===== src/rv_wb_pkg.sv =====
package rv_wb_pkg;

  // Raw instruction word as fetched
  typedef logic [31:0] instr_t;

  // Write-back result source select
  typedef logic [2:0] res_src_t;

  // Instruction funct3 field
  typedef logic [2:0] funct3_t;

  // Trap cause carried with a retiring instruction
  typedef logic [1:0] trap_code_t;

  // Result source codes; 6 and 7 are unused and give zero
  localparam res_src_t RES_ALU   = 3'd0;
  localparam res_src_t RES_LOAD  = 3'd1;
  localparam res_src_t RES_PC4   = 3'd2;
  localparam res_src_t RES_JBTGT = 3'd3;
  localparam res_src_t RES_CSR   = 3'd4;
  localparam res_src_t RES_MEXT  = 3'd5;

  // Multiply flavours in funct3
  localparam funct3_t MUL_LO = 3'd0;
  localparam funct3_t MULH   = 3'd1;
  localparam funct3_t MULHSU = 3'd2;
  localparam funct3_t MULHU  = 3'd3;

  // funct3 bit that marks a divide or remainder
  localparam int F3_DIV_BIT = 2;

endpackage

===== src/rv_stage_wb.sv =====
`timescale 1ns/1ps

module rv_stage_wb #(
  parameter int XLEN = 32
) (
  input  logic                  clk,
  input  logic                  reset_i,

  // Handshake with the memory stage
  input  logic                  s_valid_i,
  output logic                  s_ready_o,

  // Fields from the memory stage
  input  rv_wb_pkg::res_src_t   res_src_wb_i,
  input  rv_wb_pkg::instr_t     instr_wb_i,
  input  logic [XLEN-1:0]       alu_result_wb_i,
  input  logic [XLEN-1:0]       ld_data_wb_i,
  input  logic [XLEN-1:0]       pc_plus4_wb_i,
  input  logic [XLEN-1:0]       jb_tgt_wb_i,
  input  logic [XLEN-1:0]       csr_rdata_wb_i,
  input  logic [XLEN-1:0]       div_result_wb_i,
  input  rv_wb_pkg::funct3_t    funct3_wb_i,
  input  logic [XLEN-1:0]       rs1_data_wb_i,
  input  logic [XLEN-1:0]       rs2_data_wb_i,
  input  logic [2*XLEN-1:0]     product_wb_i,
  input  logic                  trap_wb_i,
  input  rv_wb_pkg::trap_code_t trap_code_wb_i,
  input  logic                  ebreak_wb_i,
  input  logic                  reg_write_wb_i,

  // Handshake with the retirement consumer
  output logic                  m_valid_o,
  input  logic                  m_ready_i,

  // Retirement record
  output rv_wb_pkg::instr_t     instr_ret_o,
  output logic [XLEN-1:0]       pc_ret_o,
  output logic [XLEN-1:0]       rs1_data_ret_o,
  output logic [XLEN-1:0]       rs2_data_ret_o,
  output logic [XLEN-1:0]       rd_data_ret_o,
  output logic                  trap_ret_o,
  output rv_wb_pkg::trap_code_t trap_code_ret_o,
  output logic                  reg_write_ret_o,
  output logic                  ebreak_ret_o,

  // Same-cycle value for the register file write
  output logic [XLEN-1:0]       rd_data_wb_o
);

  logic [XLEN-1:0] mul_result;
  logic [XLEN-1:0] rd_data;
  logic            advance;

  // Sign correction of the unsigned product
  rv_mul_fixup #(
    .XLEN(XLEN)
  ) mul_fixup0 (
    .product_i   (product_wb_i),
    .rs1_data_i  (rs1_data_wb_i),
    .rs2_data_i  (rs2_data_wb_i),
    .funct3_i    (funct3_wb_i),
    .mul_result_o(mul_result)
  );

  // Final destination value
  rv_result_sel #(
    .XLEN(XLEN)
  ) result_sel0 (
    .res_src_i   (res_src_wb_i),
    .funct3_i    (funct3_wb_i),
    .alu_result_i(alu_result_wb_i),
    .ld_data_i   (ld_data_wb_i),
    .pc_plus4_i  (pc_plus4_wb_i),
    .jb_tgt_i    (jb_tgt_wb_i),
    .csr_rdata_i (csr_rdata_wb_i),
    .div_result_i(div_result_wb_i),
    .mul_result_i(mul_result),
    .rd_data_o   (rd_data)
  );

  assign rd_data_wb_o = rd_data;

  rv_pipe_ctrl pipe_ctrl0 (
    .clk      (clk),
    .reset_i  (reset_i),
    .s_valid_i(s_valid_i),
    .m_ready_i(m_ready_i),
    .s_ready_o(s_ready_o),
    .m_valid_o(m_valid_o),
    .advance_o(advance)
  );

  // One-deep holding register for the retiring instruction
  rv_retire_reg #(
    .XLEN(XLEN)
  ) retire_reg0 (
    .clk        (clk),
    .reset_i    (reset_i),
    .advance_i  (advance),
    .instr_i    (instr_wb_i),
    .pc_plus4_i (pc_plus4_wb_i),
    .rs1_data_i (rs1_data_wb_i),
    .rs2_data_i (rs2_data_wb_i),
    .rd_data_i  (rd_data),
    .trap_i     (trap_wb_i),
    .trap_code_i(trap_code_wb_i),
    .reg_write_i(reg_write_wb_i),
    .ebreak_i   (ebreak_wb_i),
    .instr_o    (instr_ret_o),
    .pc_o       (pc_ret_o),
    .rs1_data_o (rs1_data_ret_o),
    .rs2_data_o (rs2_data_ret_o),
    .rd_data_o  (rd_data_ret_o),
    .trap_o     (trap_ret_o),
    .trap_code_o(trap_code_ret_o),
    .reg_write_o(reg_write_ret_o),
    .ebreak_o   (ebreak_ret_o)
  );

endmodule


===== src/rv_retire_reg.sv =====
`timescale 1ns/1ps

module rv_retire_reg #(
  parameter int XLEN = 32
) (
  input  logic                  clk,
  input  logic                  reset_i,
  input  logic                  advance_i,
  input  rv_wb_pkg::instr_t     instr_i,
  input  logic [XLEN-1:0]       pc_plus4_i,
  input  logic [XLEN-1:0]       rs1_data_i,
  input  logic [XLEN-1:0]       rs2_data_i,
  input  logic [XLEN-1:0]       rd_data_i,
  input  logic                  trap_i,
  input  rv_wb_pkg::trap_code_t trap_code_i,
  input  logic                  reg_write_i,
  input  logic                  ebreak_i,
  output rv_wb_pkg::instr_t     instr_o,
  output logic [XLEN-1:0]       pc_o,
  output logic [XLEN-1:0]       rs1_data_o,
  output logic [XLEN-1:0]       rs2_data_o,
  output logic [XLEN-1:0]       rd_data_o,
  output logic                  trap_o,
  output rv_wb_pkg::trap_code_t trap_code_o,
  output logic                  reg_write_o,
  output logic                  ebreak_o
);

  logic [XLEN-1:0] pc_cur;

  // Recover the instruction address from the link value
  assign pc_cur = pc_plus4_i - XLEN'(32'd4);

  always_ff @(posedge clk) begin
    if (reset_i) begin
      instr_o     <= '0;
      pc_o        <= '0;
      rs1_data_o  <= '0;
      rs2_data_o  <= '0;
      rd_data_o   <= '0;
      trap_o      <= 1'b0;
      trap_code_o <= '0;
      reg_write_o <= 1'b0;
      ebreak_o    <= 1'b0;
    end else if (advance_i) begin
      instr_o     <= instr_i;
      pc_o        <= pc_cur;
      rs1_data_o  <= rs1_data_i;
      rs2_data_o  <= rs2_data_i;
      rd_data_o   <= rd_data_i;
      trap_o      <= trap_i;
      trap_code_o <= trap_code_i;
      reg_write_o <= reg_write_i;
      ebreak_o    <= ebreak_i;
    end
  end

endmodule


===== src/rv_pipe_ctrl.sv =====
`timescale 1ns/1ps

module rv_pipe_ctrl (
  input  logic clk,
  input  logic reset_i,
  input  logic s_valid_i,
  input  logic m_ready_i,
  output logic s_ready_o,
  output logic m_valid_o,
  output logic advance_o
);

  logic m_valid_q;

  // Room for a new record when empty or when the current one leaves now
  assign s_ready_o = !m_valid_q || m_ready_i;

  // Transfer from the memory stage, the single load enable
  assign advance_o = s_valid_i && s_ready_o;

  always_ff @(posedge clk) begin
    if (reset_i) begin
      m_valid_q <= 1'b0;
    end else if (advance_o) begin
      m_valid_q <= 1'b1;
    end else if (m_ready_i) begin
      // Record consumed and nothing new behind it
      m_valid_q <= 1'b0;
    end
  end

  assign m_valid_o = m_valid_q;

endmodule


===== src/rv_result_sel.sv =====
`timescale 1ns/1ps

module rv_result_sel #(
  parameter int XLEN = 32
) (
  input  rv_wb_pkg::res_src_t res_src_i,
  input  rv_wb_pkg::funct3_t  funct3_i,
  input  logic [XLEN-1:0]     alu_result_i,
  input  logic [XLEN-1:0]     ld_data_i,
  input  logic [XLEN-1:0]     pc_plus4_i,
  input  logic [XLEN-1:0]     jb_tgt_i,
  input  logic [XLEN-1:0]     csr_rdata_i,
  input  logic [XLEN-1:0]     div_result_i,
  input  logic [XLEN-1:0]     mul_result_i,
  output logic [XLEN-1:0]     rd_data_o
);

  logic [XLEN-1:0] m_ext_result;

  // Divider finishes upstream, multiply is completed in this stage
  assign m_ext_result = funct3_i[rv_wb_pkg::F3_DIV_BIT] ? div_result_i : mul_result_i;

  always_comb begin
    case (res_src_i)
      rv_wb_pkg::RES_ALU: begin
        rd_data_o = alu_result_i;
      end
      rv_wb_pkg::RES_LOAD: begin
        rd_data_o = ld_data_i;
      end
      rv_wb_pkg::RES_PC4: begin
        rd_data_o = pc_plus4_i;
      end
      rv_wb_pkg::RES_JBTGT: begin
        rd_data_o = jb_tgt_i;
      end
      rv_wb_pkg::RES_CSR: begin
        rd_data_o = csr_rdata_i;
      end
      rv_wb_pkg::RES_MEXT: begin
        rd_data_o = m_ext_result;
      end
      default: begin
        rd_data_o = '0;
      end
    endcase
  end

endmodule


===== src/rv_mul_fixup.sv =====
`timescale 1ns/1ps

module rv_mul_fixup #(
  parameter int XLEN = 32
) (
  input  logic [2*XLEN-1:0]      product_i,
  input  logic [XLEN-1:0]        rs1_data_i,
  input  logic [XLEN-1:0]        rs2_data_i,
  input  rv_wb_pkg::funct3_t     funct3_i,
  output logic [XLEN-1:0]        mul_result_o
);

  logic [XLEN-1:0] prod_lo;
  logic [XLEN-1:0] prod_hi;
  logic            rs1_neg;
  logic            rs2_neg;
  logic [XLEN-1:0] corr_rs1;
  logic [XLEN-1:0] corr_rs2;

  assign prod_lo = product_i[XLEN-1:0];
  assign prod_hi = product_i[2*XLEN-1:XLEN];

  assign rs1_neg = rs1_data_i[XLEN-1];
  assign rs2_neg = rs2_data_i[XLEN-1];

  // A negative rs1 read as unsigned adds rs2 * 2^XLEN to the product,
  // so that term has to come back out of the high half
  assign corr_rs1 = rs1_neg ? rs2_data_i : '0;

  // Same for a negative rs2, only used by the fully signed form
  assign corr_rs2 = rs2_neg ? rs1_data_i : '0;

  always_comb begin
    case (funct3_i)
      rv_wb_pkg::MUL_LO: begin
        mul_result_o = prod_lo;
      end
      rv_wb_pkg::MULH: begin
        mul_result_o = prod_hi - corr_rs1 - corr_rs2;
      end
      rv_wb_pkg::MULHSU: begin
        mul_result_o = prod_hi - corr_rs1;
      end
      rv_wb_pkg::MULHU: begin
        mul_result_o = prod_hi;
      end
      default: begin
        // Divide codes, the result selector ignores this value
        mul_result_o = prod_lo;
      end
    endcase
  end

endmodule


===== config.mk =====
export PLATFORM = sky130hd
export DESIGN_NAME = rv_stage_wb
export DESIGN_NICKNAME = d
export VERILOG_FILES = /design/src/rv_wb_pkg.sv /design/src/rv_stage_wb.sv /design/src/rv_retire_reg.sv /design/src/rv_pipe_ctrl.sv /design/src/rv_result_sel.sv /design/src/rv_mul_fixup.sv
export SDC_FILE = /design/constraint.sdc
export NUM_CORES = 1
export LEC_CHECK = 0
export BUFFER_PORTS_ARGS = -buffer_cell sky130_fd_sc_hd__buf_4
export CAP_MARGIN = 20
export CORE_AREA = 5 5 219 221
export DETAILED_ROUTE_END_ITERATION = 6
export DIE_AREA = 0 0 224 226
export PLACE_DENSITY_LB_ADDON = 0.1
export SYNTH_ARGS = -nofsm -noshare
export SYNTH_HDL_FRONTEND = slang
export SYNTH_SLANG_ARGS = --single-unit

===== constraint.sdc =====
create_clock -name clk -period 9.6 [get_ports clk]
set_clock_uncertainty 0.15 [all_clocks]
set_input_delay 0.48 -clock clk [delete_from_list [all_inputs] [get_ports clk]]
set_output_delay 0.48 -clock clk [all_outputs]
set_load 0.01 [all_outputs]

==> flow_summary_export.csv <==
group,metric,value,unit
synthesis,synthXorXnorAreaFrac,5.617,%
cts,cts_sinks,166,
synthesis,synth_compound_area_share,26.14,%
detailed_routing,drt-pass1-iter-count,5,
cts,cts_hold_buf,0,
synthesis,seq_area_frac_synth,27.07,%
cts,cts_tree,"done",
setup_path,cp_cell_sequence,"buf_4 -> and2_1 -> ha_1 -> inv_1 -> fa_1 -> a21o_1 -> a221oi_1 -> o31a_1 -> o21ai_1 -> a21oi_1 -> mux2_2 -> or2_2 -> ha_1 -> a21o_1 -> a211o_1 -> a31o_2 -> a21oi_1 -> o31ai_1 -> xor3_1 -> a211oi_1 -> o41ai_1 -> buf_4",
synthesis,ys_types,75,
floorplanning,die_y,226,um
final_layout,drive_gt1_share,31.36,%
synthesis,async_reset_ff_share,0,%
synthesis,syn_area,12270,um^2
placement,io_buffers,565,
floorplanning,start_util,26.70,%
setup_path,cp-end-kind,"primary output",
power_and_ir_drop,ir_worst_vdd,0.08214,mV
hold_path,min_from,"pc_plus4_wb_i[2]",
synthesis,ys_seq_elements,166,
detailed_routing,num_vias,14478,
sta,fin_setup_tns,0,ps
cts,clk_pin_slew,70,ps
grt,gr-usage-all-layers,26.13,%
synthesis,ys_warn_count,0,
synthesis,synthMuxAreaShare,7.961,%
detailed_routing,wl_per_cell,25.08,um
detailed_routing,viasPerCell,5.257,
floorplanning,core,45960,um^2
grt,overflow,0,
hold_path,hold_end,"retire_reg0.pc_o[2]$_SDFFE_PP0P_",
power_and_ir_drop,leakage,7.741,nW
sta,slew_viol_final,0,
setup_path,r2r_cells,6,
sta,fin_crit,6785,ps
cts,cts_max_level,4,
setup_path,ff2ff_setup_slack,6390,ps
sta,period_share,70.68,%
final_layout,stdcell_count,2754,
setup_path,worstPathRequired,8970,ps
sta,max_slew_margin,38.97,%
power_and_ir_drop,total_power,2.592,mW
cts,post_cts_resized,0,
detailed_routing,drtIter0Drc,930,
setup_path,r2r_start,"pipe_ctrl0.m_valid_o$_SDFFE_PP0P_",
setup_path,reg2reg_to,"retire_reg0.rd_data_o[31]$_SDFFE_PP0P_",
setup_path,cp_slowest_cell,"a221oi_1",
synthesis,synth_top_family_by_area,"compound AO/OA/AOI/OAI gates",
setup_path,max_stage_delay,470,ps
placement,hpwl,56900,um
final_layout,nNetsFinal,2566,
hold_path,whs_path_depth,2,
grt,grt_pass1_vias,14370,
cts,clockBufferDepth,2,
synthesis,synth-simple-area-share,22.22,%
sta,hold_viol,0,
run,max_cap_viol_count,0,
detailed_routing,postRouteAntennaNets,0,
sta,tightest_slew,892.4,ps
sta,rsz0062_at_grt,"no",
placement,post-place-cells,2721,
synthesis,synth_edf_count,0,
cts,root_buffer,"clkbuf_16",
grt,grt_max_degree,84,
detailed_routing,finalWirelength,69070,um
power_and_ir_drop,power.density_cell_area,147.3,nW/um^2
grt,grt_pass1_wl,98230,um
cts,postCtsSetupBuffers,0,
setup_path,path_class,"in2out",
setup_path,cp-start-kind,"input port",
cts,clk_latency,490,ps
placement,gp_congestion,0.8842,
synthesis,synth.avg_cell_area,7.484,um^2
status,status,"complete, no violations",
final_layout,syn_to_final_growth,43.34,%
synthesis,ys.flop_type,"dfxtp_1",
sta,clock.fmax,0.1474,GHz
setup_path,cp.arrival,6160,ps
floorplanning,dieArea,50620,um^2
floorplanning,fp.dieW,224,um
floorplanning,io_pins,566,
cts,cts_buffers,17,
synthesis,synth_fa_ha_area_share,6.850,%
setup_path,cp_max_fo,33,
hold_path,min_path_type,"in2reg",
grt,antenna_found_initial,3,
detailed_routing,drc,0,
floorplanning,rows,79,
sta,finalSetupViolCount,0,
synthesis,syn_inst,1640,
synthesis,synth_nets,2073,
## where the power goes
| group | leakage, nW | switching [mW] | total (mW) | internal (mW) |
|---|---|---|---|---|
| Clock | 0.283 | 0.343 | 0.721 | 0.378 |
| Combinational | 6.09 | 0.640 | 1.11 | 0.471 |
| Sequential | 1.37 | 0.0246 | 0.760 | 0.735 |
## state kept, by name, summed over array words and instances, names as in the netlist
| register | flops |
|---|---|
| retire_reg0.pc_o | 32 |
| retire_reg0.trap_o | 1 |
| retire_reg0.trap_code_o | 2 |
| retire_reg0.instr_o | 32 |
| retire_reg0.reg_write_o | 1 |
| retire_reg0.rs2_data_o | 32 |
| retire_reg0.ebreak_o | 1 |
| retire_reg0.rd_data_o | 32 |
| pipe_ctrl0.m_valid_o | 1 |
| retire_reg0.rs1_data_o | 32 |
## how the worst max path moves through the flow
| stage | endpoint | slack, ps | depth (start not counted) | start |
|---|---|---|---|---|
| after CTS | rd_data_wb_o[31] | 2810 | 22 | rs1_data_wb_i[31] |
| after floorplan | rd_data_wb_o[31] | 3730 | 20 | rs1_data_wb_i[31] |
| after global routing | rd_data_wb_o[23] | 2420 | 22 | rs1_data_wb_i[31] |
| after global placement | rd_data_wb_o[31] | 2980 | 22 | rs1_data_wb_i[31] |
| final | rd_data_wb_o[31] | 2810 | 22 | rs1_data_wb_i[31] |
| after detailed placement | rd_data_wb_o[31] | 2860 | 22 | rs1_data_wb_i[31] |
## cells by family after synthesis
group | count (synthesis)
AOI/OAI and AO/OA | 508
xor gates and xnor gates | 77
adders and majority gates | 66
buffers and inverters | 135
DFF | 166
muxes | 53
and+or+nand+nor | 635
## cell type report
type	instances	area (um^2)
antenna	1	2.502
clock buffer	19	452.9
clock inverter	13	135.1
fill	4934	28370
inverter	31	116.4
multi-input combinational	1339	8466
sequential	166	3323
tap	607	759.5
timing repair buffer	578	4339
## critical path: cells and delay by family
| family | cells | cell delay, ps |
|---|---|---|
| mux | 1 | 370 |
| fa+ha+maj | 3 | 980 |
| compound gates | 12 | 3040 |
| simple gates | 2 | 480 |
| buf+inv | 3 | 550 |
| xor+xnor | 1 | 210 |
## synth_stat cells, types with 21 or more instances
master	number	area (um^2)
xnor2_1	46	402.9
a21oi_1	187	935.9
mux4_2	34	765.7
o21ai_0	100	500.5
ha_1	64	800.8
nor3_1	31	155.2
dfxtp_1	166	3323
a21o_1	23	172.7
nand2_1	383	1438
clkbuf_1	96	360.4
a31oi_1	21	131.4
xor2_1	30	262.8
nand3_1	21	105.1
a211oi_1	33	247.7
nor2_1	117	439.2
inv_1	28	105.1
## placed cells by master, fill, tap and decap left out, drive strengths merged, types with 10 or more instances in the layout
cell    instances
a211oi         34
a21o           23
a21oi         187
a221oi         12
a222oi         11
a22oi          12
a31oi          21
and3           14
buf           578
clkbuf         19
dfxtp         166
ha             64
inv            36
mux2i          14
mux4           35
nand2         383
nand2b         10
nand3          21
nand4          10
nor2          117
nor3           31
o21a           13
o21ai         101
o21bai         10
o31ai          10
xnor2          46
xor2           30
## per-stage QoR
| stage | utilization, % | cell area, um^2 | hold WS [ps] | worst slack [ps] |
|---|---|---|---|---|
| 2_1_floorplan | - | 12270 | 330.5 | 3732 |
| 3_3_place_gp | 36.99 | 17000 | 292.9 | 2977 |
| 3_5_place_dp | 36.99 | 17000 | 296.8 | 2858 |
| 4_1_cts | 38.27 | 17590 | 22.35 | 2811 |
| 5_1_grt | 38.28 | 17590 | 40.21 | 2419 |
| 6_report | 38.28 | 17590 | 63.94 | 2815 |
## metal layers
metal	track usage, %	wire length, um	vias to the layer above
met3	4.641	3688	42
met5	0	13	-
met1	31.79	27950	7041
met2	48.42	36540	497
met4	5.178	876	2
li1	-	-	6896
No activity file was read; power rests on OpenSTA's default activity.
